$ cat config.mk
export PLATFORM = sky130hd
export DESIGN_NAME = instr_decoder
export DESIGN_NICKNAME = d
export VERILOG_FILES = /design/src/hw/rv_isa_pkg.sv /design/src/hw/core_pkg.sv /design/src/hw/instr_decoder.sv
export SDC_FILE = /design/constraint.sdc
export NUM_CORES = 1
export LEC_CHECK = 0
export BUFFER_PORTS_ARGS = -buffer_cell sky130_fd_sc_hd__buf_2
export CAP_MARGIN = 10
export CORE_UTILIZATION = 30
export DETAILED_ROUTE_END_ITERATION = 8
export PLACE_DENSITY = 0.76
export SYNTH_ARGS = -nofsm -noshare
export SYNTH_HDL_FRONTEND = slang
export SYNTH_SLANG_ARGS = --single-unit
$ cat constraint.sdc
create_clock -name vclk -period 1.9
set_clock_uncertainty 0.05 [all_clocks]
set_input_delay 0.095 -clock vclk [all_inputs]
set_output_delay 0.095 -clock vclk [all_outputs]
set_load 0.05 [all_outputs]
$ cat src/hw/rv_isa_pkg.sv
// Encodings cover only the RV32I subset this core runs; every other encoding is treated as illegal
package rv_isa_pkg;

    // Architectural data and address word
    typedef logic [31:0] word_t;

    // Index into the 32-entry integer register file
    typedef logic [4:0] reg_idx_t;

    // Major opcodes of the supported instruction groups
    typedef enum logic [6:0] {
        OPC_OP     = 7'b0110011,
        OPC_OP_IMM = 7'b0010011,
        OPC_LOAD   = 7'b0000011,
        OPC_STORE  = 7'b0100011,
        OPC_BRANCH = 7'b1100011,
        OPC_JAL    = 7'b1101111
    } opcode_e;

    // ALU group, shared by register and immediate forms
    localparam logic [2:0] F3_ADD_SUB = 3'b000;
    localparam logic [2:0] F3_SLT     = 3'b010;
    localparam logic [2:0] F3_XOR     = 3'b100;
    localparam logic [2:0] F3_OR      = 3'b110;
    localparam logic [2:0] F3_AND     = 3'b111;

    // Branch conditions
    localparam logic [2:0] F3_BEQ     = 3'b000;
    localparam logic [2:0] F3_BNE     = 3'b001;

    // Width field of LW and SW; only full words are supported
    localparam logic [2:0] F3_WORD    = 3'b010;

    // Selects SUB over ADD in the register form
    localparam logic [6:0] FUNCT7_SUB = 7'b0100000;

    // ADDI x0, x0, 0
    localparam word_t NOP_INSTR = 32'h0000_0013;

endpackage
$ cat src/hw/core_pkg.sv
// Pipeline-internal types; field order of the stage records is private to the core except retire_t
package core_pkg;
    import rv_isa_pkg::*;

    typedef enum logic [2:0] {
        ALU_ADD,
        ALU_SUB,
        ALU_AND,
        ALU_OR,
        ALU_XOR,
        ALU_SLT
    } alu_op_e;

    // Source of an execute operand
    typedef enum logic [1:0] {
        FWD_REG,
        FWD_MEM,
        FWD_WB
    } fwd_sel_e;

    // Decoded control; an all-zero value is a bubble
    typedef struct packed {
        alu_op_e alu_op;
        logic    use_imm;
        logic    mem_rd;
        logic    mem_wr;
        logic    rf_we;
        logic    is_branch;
        logic    is_jal;
        logic    branch_ne;
    } ctrl_t;

    typedef struct packed {
        logic     valid;
        word_t    pc;
        ctrl_t    ctrl;
        reg_idx_t rs1;
        reg_idx_t rs2;
        reg_idx_t rd;
        word_t    rs1_data;
        word_t    rs2_data;
        word_t    imm;
    } id_ex_t;

    typedef struct packed {
        logic     valid;
        word_t    pc;
        ctrl_t    ctrl;
        reg_idx_t rd;
        word_t    alu_res;
        word_t    store_data;
    } ex_mem_t;

    typedef struct packed {
        logic     valid;
        word_t    pc;
        reg_idx_t rd;
        logic     rf_we;
        word_t    wb_data;
    } mem_wb_t;

    // One record per instruction leaving writeback
    typedef struct packed {
        word_t    pc;
        reg_idx_t rd;
        logic     rd_we;
        word_t    wb_data;
    } retire_t;

endpackage

$ cat src/hw/instr_decoder.sv
// Decodes the RV32I subset only; rd and unused source indices come out as x0 when not needed
`timescale 1ns/1ps

module instr_decoder import rv_isa_pkg::*; import core_pkg::*; (
    input  word_t    instr_i,
    output ctrl_t    ctrl_o,
    output reg_idx_t rs1_o,
    output reg_idx_t rs2_o,
    output reg_idx_t rd_o,
    output word_t    imm_o,
    output logic     valid_o
);

    opcode_e    opcode;
    logic [2:0] funct3;
    logic [6:0] funct7;
    logic       uses_rs1;
    logic       uses_rs2;
    logic       writes_rd;
    logic       legal;
    ctrl_t      ctrl;

    assign opcode = opcode_e'(instr_i[6:0]);
    assign funct3 = instr_i[14:12];
    assign funct7 = instr_i[31:25];

    always_comb begin
        ctrl      = '0;
        imm_o     = '0;
        uses_rs1  = 1'b0;
        uses_rs2  = 1'b0;
        writes_rd = 1'b0;
        legal     = 1'b1;
        case (opcode)
            OPC_OP, OPC_OP_IMM: begin
                uses_rs1  = 1'b1;
                writes_rd = 1'b1;
                case (funct3)
                    F3_ADD_SUB: ctrl.alu_op = ALU_ADD;
                    F3_SLT:     ctrl.alu_op = ALU_SLT;
                    F3_XOR:     ctrl.alu_op = ALU_XOR;
                    F3_OR:      ctrl.alu_op = ALU_OR;
                    F3_AND:     ctrl.alu_op = ALU_AND;
                    default:    legal = 1'b0;
                endcase
                if (opcode == OPC_OP) begin
                    uses_rs2 = 1'b1;
                    // Only SUB may set funct7, every other register op needs it clear
                    if (funct7 == FUNCT7_SUB && funct3 == F3_ADD_SUB) begin
                        ctrl.alu_op = ALU_SUB;
                    end else if (funct7 != 7'b0) begin
                        legal = 1'b0;
                    end
                end else begin
                    ctrl.use_imm = 1'b1;
                    imm_o        = {{20{instr_i[31]}}, instr_i[31:20]};
                end
            end
            OPC_LOAD: begin
                uses_rs1     = 1'b1;
                writes_rd    = 1'b1;
                ctrl.mem_rd  = 1'b1;
                ctrl.use_imm = 1'b1;
                imm_o        = {{20{instr_i[31]}}, instr_i[31:20]};
                legal        = (funct3 == F3_WORD);
            end
            OPC_STORE: begin
                uses_rs1     = 1'b1;
                uses_rs2     = 1'b1;
                ctrl.mem_wr  = 1'b1;
                ctrl.use_imm = 1'b1;
                imm_o        = {{20{instr_i[31]}}, instr_i[31:25], instr_i[11:7]};
                legal        = (funct3 == F3_WORD);
            end
            OPC_BRANCH: begin
                uses_rs1       = 1'b1;
                uses_rs2       = 1'b1;
                ctrl.is_branch = 1'b1;
                ctrl.branch_ne = (funct3 == F3_BNE);
                imm_o = {{19{instr_i[31]}}, instr_i[31], instr_i[7], instr_i[30:25],
                         instr_i[11:8], 1'b0};
                legal = (funct3 == F3_BEQ) || (funct3 == F3_BNE);
            end
            OPC_JAL: begin
                writes_rd   = 1'b1;
                ctrl.is_jal = 1'b1;
                imm_o = {{11{instr_i[31]}}, instr_i[31], instr_i[19:12], instr_i[20],
                         instr_i[30:21], 1'b0};
            end
            default: legal = 1'b0;
        endcase
    end

    assign valid_o = legal;
    assign rs1_o   = (legal && uses_rs1) ? instr_i[19:15] : '0;
    assign rs2_o   = (legal && uses_rs2) ? instr_i[24:20] : '0;
    assign rd_o    = (legal && writes_rd) ? instr_i[11:7] : '0;

    // A write to x0 is dropped here so later stages never see it
    always_comb begin
        ctrl_o = '0;
        if (legal) begin
            ctrl_o       = ctrl;
            ctrl_o.rf_we = (rd_o != '0);
        end
    end

endmodule

==> flow_summary.json, run 1 <==
{
  "status": "complete, no violations",
  "worstHoldPathType": "primary input to output port",
  "vias": 1161,
  "grt_first_pass_wirelength_mm": 4.17,
  "grt_overflow": 0,
  "synth_top_area_share_pct": 11.5,
  "combPwrFrac_pct": 100.0,
  "core_area_sq_um": 2230,
  "cp.arrival_ns": 1.67,
  "synth_area_leaders": "buf_4 (12%), and3_1 (8.7%), a21o_1 (8.4%)",
  "synth_top_cell_by_area": "buf_4",
  "tns_ns": 0,
  "leakagePower_nw": 0.830,
  "yosysWarnings": 0,
  "max_stage_delay_ns": 0.53,
  "drt-wirelength-per-cell_um": 12.0,
  "row_count": 17,
  "seq_area_frac_synth_pct": 0,
  "min_period_over_period_pct": 95.6,
  "irDropWorstVdd_mv": 0.0643,
  "area_delta_synth_final_pct": 77.4,
  "routed_wl_mm": 2.68,
  "syn_area_sq_um": 716,
  "dr.pass1.iters": 4,
  "clock.fmax_ghz": 0.550,
  "timing.final.ws_setup_ns": 0.0831,
  "powerDensity_nw_per_um2": 117,
  "worstPathRequired_ns": 1.75,
  "cap_violations": 0,
  "track_usage_pct": 19.9,
  "hold_ws_ns": 0.550,
  "grt_max_degree": 13,
  "gp_congestion": 0.829,
  "critical_path.max_fanout": 6,
  "pwr-share-seq_pct": 0,
  "worstSetupStartpointType": "primary input",
  "period_minus_slack_ns": 1.82,
  "drt_drc_violations_left": 0,
  "cp_num_buf_inv": 2,
  "dieWidth_um": 50.8,
  "crit_family": "simple AND/OR/NAND/NOR gates",
  "criticalPathCategory": "primary input to output port",
  "dp_hpwl_mm": 2.23,
  "hold_violations": 0,
  "cts_setup_buffers": 0,
  "seqCellArea_sq_um": 0,
  "crit_path_end_kind": "output port",
  "port_buffers": 90,
  "n_clock_buffer": 0,
  "power.internal_mw": 0.0586,
  "syn_nets": 140,
  "rsz0062_at_grt": "false",
  "swShare_pct": 60.6,
  "ios": 90,
  "nNetsFinal": 230,
  "cp_slowest_cell": "or4_4",
  "diodes": 0,
  "grt_pass1_vias": 992,
  "nFillCells": 235,
  "die_area_sq_um": 2580,
  "report.final.slew_viol_count": 0,
  "layout-drive-gt1-share_pct": 59.2,
  "design.seq.count": 0,
  "finalCoreUtilization_pct": 56.9,
  "worst_pin_slew_ns": 0.544,
  "crit_chain": "buf_2, nor4_4, nand2_1, or4_4, o311a_2, nor2b_1, buf_6",
  "timing.slew.headroom_pct": 63.6,
  "drtIter0Drc": 11,
  "finalPower_mw": 0.149,
  "netlist_instances": 108,
  "clockPowerShare_pct": 0,
  "synth.avg_cell_area_sq_um": 6.63,
  "ant_nets": 0,
  "hold_buffers": 0,
  "antenna_found_initial": 0,
  "pre_cts_ws_ns": -0.0674,
  "finalSetupViolCount": 0,
  "via_per_inst": 5.18,
  "die_y_um": 50.8,
  "initial_core_util_pct": 32.0,
  "p_switching_mw": 0.0903,
  "ys_types": 40
}
==> kinds of logic (layout without fill, tap and decap cells) <==
group | Yosys count | count (layout) | synth area share [%]
buffers and inverters | 14 | 102 | 14.3
xor gates and xnor gates | 1 | 1 | 1.22
AOI/OAI and AO/OA | 31 | 31 | 32.3
and+or+nand+nor | 62 | 62 | 52.1
==> worst paths after layout <==
path | from | slack [ns] | depth (start not counted) | end
setup / recovery | instr_i[29] | 0.08 | 7 | rd_o[0]
hold / removal | instr_i[18] | 0.55 | 3 | rs1_o[3]
==> area by class of cell <==
class,count,area [sq um],share of cell area (%)
repair buffers,102,587,46.2
multi-input cells,94,648,51.0
well taps,28,35.0,2.76
==> synth_stat cells <==
| master | instances |
|---|---|
| and3_1 | 10 |
| nand3b_1 | 1 |
| a32oi_1 | 1 |
| nand2_1 | 7 |
| a21oi_1 | 4 |
| buf_6 | 1 |
| a22o_1 | 4 |
| nand3_2 | 1 |
| a21bo_2 | 1 |
| buf_4 | 11 |
| nor2b_1 | 7 |
| nor4b_1 | 1 |
| and2_1 | 7 |
| and2b_1 | 1 |
| buf_1 | 1 |
| o22ai_1 | 1 |
| a21o_1 | 8 |
| a211oi_1 | 1 |
| and2_2 | 1 |
| o32ai_1 | 1 |
| nand4_1 | 1 |
| o211a_1 | 1 |
| nor2_1 | 10 |
| or3b_2 | 1 |
| a221oi_1 | 1 |
| nand2b_1 | 1 |
| or4_4 | 1 |
| o21ai_0 | 3 |
| nor3_4 | 1 |
| nand3_1 | 3 |
| a21boi_0 | 3 |
| or3_2 | 1 |
| buf_2 | 1 |
| xnor2_1 | 1 |
| and3_2 | 1 |
| o21a_1 | 1 |
| nor3_1 | 4 |
| nand2_2 | 1 |
| o311a_2 | 1 |
| nor4_2 | 1 |
==> power by group through the flow <==
stage                     clock (mW)  sequential, mW  combinational [mW]
after CTS                          0               0               0.145
after global routing               0               0               0.162
final                              0               0               0.149
after global placement             0               0               0.144
after floorplan                    0               0              0.0712
after detailed placement           0               0               0.145
==> layout by cell type (no fill, tap or decap), types with 3 or more instances in the layout <==
master	netlist	layout
a21boi_0	3	3
a21o_1	8	8
a21oi_1	4	3
a22o_1	4	4
and2_1	7	7
and3_1	10	10
buf_2	1	73
buf_4	11	28
nand2_1	7	7
nand3_1	3	3
nor2_1	10	10
nor2b_1	7	7
nor3_1	4	4
o21ai_0	3	3
==> metal layers <==
metal | track usage (%) | up-vias | wire length, um
li1 | - | 567 | -
met1 | 24.3 | 528 | 1170
met2 | 37.6 | 66 | 1250
met3 | 2.38 | 0 | 265
met4 | 2.31 | 0 | 0
met5 | 0 | - | 0
==> what timing repair did <==
| action | in CTS | in global routing |
|---|---|---|
| gates cloned | 0 | 0 |
| pin swaps | 0 | 0 |
| resized for setup | 18 | 3 |
| setup endpoints to repair | 17 | 18 |
| endpoints found under the hold margin | 0 | 0 |
==> stage by stage <==
stage	area [sq um]	instances
final	1270	224
after global routing	1270	224
after CTS	1250	224
after detailed placement	1200	224
after global placement	1200	224
after floorplan	732	108
Note: power is estimated with default switching activity, not from simulation.
==> run 2, diff against run 1 <==
- CORE_UTILIZATION: 30 -> 34
- PLACE_DENSITY: 0.76 -> 0.84
- SETUP_SLACK_MARGIN: default -> 0.4
==> run 2 against run 1 <==
Against the previous run:
- the flow now stops in 5_1_grt
- synthesized cell count unchanged
- synthesized area unchanged
==> flow_summary.json, run 2 <==
{
  "synth_area_leaders": "buf_4 (12%), and3_1 (8.7%), a21o_1 (8.4%)",
  "dp.cells": 220,
  "die_y_um": 47.9,
  "pre_cts_ws_ns": -0.0121,
  "worstEndpointGrtRepair": "ctrl_o[3]",
  "netlist_instances": 108,
  "grt_max_degree": 13,
  "row_count": 16,
  "synth_most_common_cell": "buf_4",
  "dieWidth_um": 47.9,
  "synth_top_area_share_pct": 11.5,
  "ys_top_cells_by_count": "buf_4 (11), and3_1 (10), nor2_1 (10)",
  "yosysWarnings": 0,
  "ios": 90,
  "dp_hpwl_mm": 2.43,
  "synth_top_cell_by_area": "buf_4",
  "gp_congestion": 0.871,
  "syn_area_sq_um": 716,
  "port_buffers": 90,
  "error": "[ERROR DPL-0038] Utilization greater than 100%, impossible to legalize",
  "initial_core_util_pct": 36.5,
  "syn_nets": 140,
  "synth.avg_cell_area_sq_um": 6.63,
  "worstEpCategory": "top-level output",
  "seq_area_frac_synth_pct": 0,
  "ys_types": 40,
  "status": "aborted with a tool error",
  "haltStage": "5_1_grt"
}
## run 2: repair_timing
item                                    CTS
pin swaps                                14
endpoints found under the setup margin   54
hold buffers                              0
resized for setup                        73
setup buffers                             4
gates cloned                              1
## run 2: per-stage QoR
step | TNS [ns] | hold WS [ns] | cell area (sq um)
3_3_place_gp | 0 | 0.540 | 1360
4_1_cts | 0 | 0.441 | 1660
3_5_place_dp | -0.0452 | 0.538 | 1360
2_1_floorplan | 0 | 0.198 | 928
## run 2: cell families after synthesis
| group | count (synthesis) | synth area share (%) |
|---|---|---|
| buffers and inverters | 14 | 14.3 |
| XOR/XNOR | 1 | 1.22 |
| AND/OR/NAND/NOR | 62 | 52.1 |
| AO/OA/AOI/OAI | 31 | 32.3 |
==> run 3, diff against run 2 <==
- CORE_AREA: default -> 2 2 63 65
- CORE_UTILIZATION: 34 -> default
- DIE_AREA: default -> 0 0 65 67
- PLACE_DENSITY: 0.84 -> default
- PLACE_DENSITY_LB_ADDON: default -> 0.15
- SETUP_SLACK_MARGIN: 0.4 -> default
==> run 3 against run 2 <==
Against the previous run:
- the run now ends clean
==> flow_summary.json, run 3 (synthesis gave the netlist of run 1 again) <==
{
  "clock.fmax_ghz": 0.547,
  "critical_path.max_fanout": 6,
  "dieWidth_um": 65,
  "combPwrFrac_pct": 100.0,
  "dr.pass1.iters": 4,
  "path_depth": 7,
  "cp_slowest_cell": "or4_4",
  "crit_chain": "buf_2, nor3_4, nand2_2, or4_4, o311a_2, nor2b_1, buf_6",
  "diodes": 0,
  "pwr-share-seq_pct": 0,
  "area_delta_synth_final_pct": 81.5,
  "report.final.slew_viol_count": 0,
  "swShare_pct": 62.1,
  "crit_path_end_kind": "output port",
  "routed_wl_mm": 3.16,
  "die_area_sq_um": 4360,
  "worst_pin_slew_ns": 0.502,
  "via_per_inst": 4.72,
  "port_buffers": 90,
  "status": "complete, no violations",
  "design.seq.count": 0,
  "initial_core_util_pct": 19.8,
  "holdPathStages": 3,
  "gp_congestion": 0.813,
  "crit_family": "simple AND/OR/NAND/NOR gates",
  "grt_pass1_vias": 1012,
  "clockPowerShare_pct": 0,
  "worstSetupStartpointType": "primary input",
  "irDropWorstVdd_mv": 0.0448,
  "ant_nets": 0,
  "hold_buffers": 0,
  "layout-drive-gt1-share_pct": 59.0,
  "nFillCells": 400,
  "final_cell_mix": "buf_2 (73), buf_4 (24), nor2_1 (10), and3_1 (10), a21o_1 (8)",
  "period_minus_slack_ns": 1.83,
  "grt_first_pass_wirelength_mm": 4.74,
  "antenna_found_initial": 0,
  "row_count": 22,
  "leakagePower_nw": 0.829,
  "seqCellArea_sq_um": 0,
  "worstPathRequired_ns": 1.75,
  "finalSetupViolCount": 0,
  "nNetsFinal": 229,
  "cap_violations": 0,
  "cp_num_buf_inv": 2,
  "die_y_um": 67,
  "grt_max_degree": 13,
  "ios": 90,
  "p_switching_mw": 0.0928,
  "final_cell_area_sq_um": 1300,
  "hold_violations": 0,
  "dp_hpwl_mm": 2.63,
  "powerDensity_nw_per_um2": 115,
  "worstHoldPathType": "primary input to output port",
  "drtIter0Drc": 8,
  "criticalPathCategory": "primary input to output port",
  "drt_drc_violations_left": 0,
  "vias": 1146,
  "n_clock_buffer": 0,
  "core_area_sq_um": 3610,
  "timing.slew.headroom_pct": 66.4,
  "cp.arrival_ns": 1.68,
  "place_area_sq_um": 1220,
  "grt_overflow": 0,
  "power.internal_mw": 0.0566,
  "hold_ws_ns": 0.529,
  "max_stage_delay_ns": 0.57,
  "drt-wirelength-per-cell_um": 13.0,
  "min_period_over_period_pct": 96.3,
  "final_common_cell": "buf_2",
  "track_usage_pct": 13.2
}
-- run 3: area by class of cell --
cell class / count / area [sq um] / share of cell area (%)
multi-input cells: 94 / 648 / 49.9
repair buffers: 101 / 591 / 45.5
well taps: 48 / 60.1 / 4.62
-- run 3: metal layers --
layer	track usage [%]	vias to the layer above	wire length, um
li1	-	568	-
met1	19.3	519	1470
met2	22.8	59	1450
met3	0.338	0	243
met4	0	0	0
met5	0	-	0
-- run 3: what timing repair did --
item | 4_1_cts | 5_1_grt
pin swaps | 0 | 0
setup buffers | 0 | 0
resized for setup | 12 | 18
setup endpoints to repair | 12 | 19
-- run 3: worst paths after layout --
path	startpoint	endpoint	slack (ns)
worst min-delay path	instr_i[12]	ctrl_o[9]	0.53
worst max-delay path	instr_i[3]	rd_o[0]	0.07
-- run 3: power groups by stage --
| stage | Sequential (mW) | Combinational (mW) | Clock (mW) |
|---|---|---|---|
| final | 0 | 0.149 | 0 |
| after CTS | 0 | 0.146 | 0 |
| after global routing | 0 | 0.162 | 0 |
| after detailed placement | 0 | 0.146 | 0 |
| after floorplan | 0 | 0.0712 | 0 |
| after global placement | 0 | 0.144 | 0 |
-- run 3: through the flow --
stage          setup TNS [ns]  instances  util (%)  setup slack [ns]  power, mW
2_1_floorplan          -0.818        108         -            -0.163     0.0712
3_3_place_gp          -0.0107        243      33.9           -0.0107      0.144
3_5_place_dp           -0.213        243      33.9           -0.0415      0.146
4_1_cts                     0        243      34.7            0.0113      0.146
5_1_grt               -0.0228        243      36.0           -0.0206      0.162
6_report                    0        243      36.0            0.0702      0.149
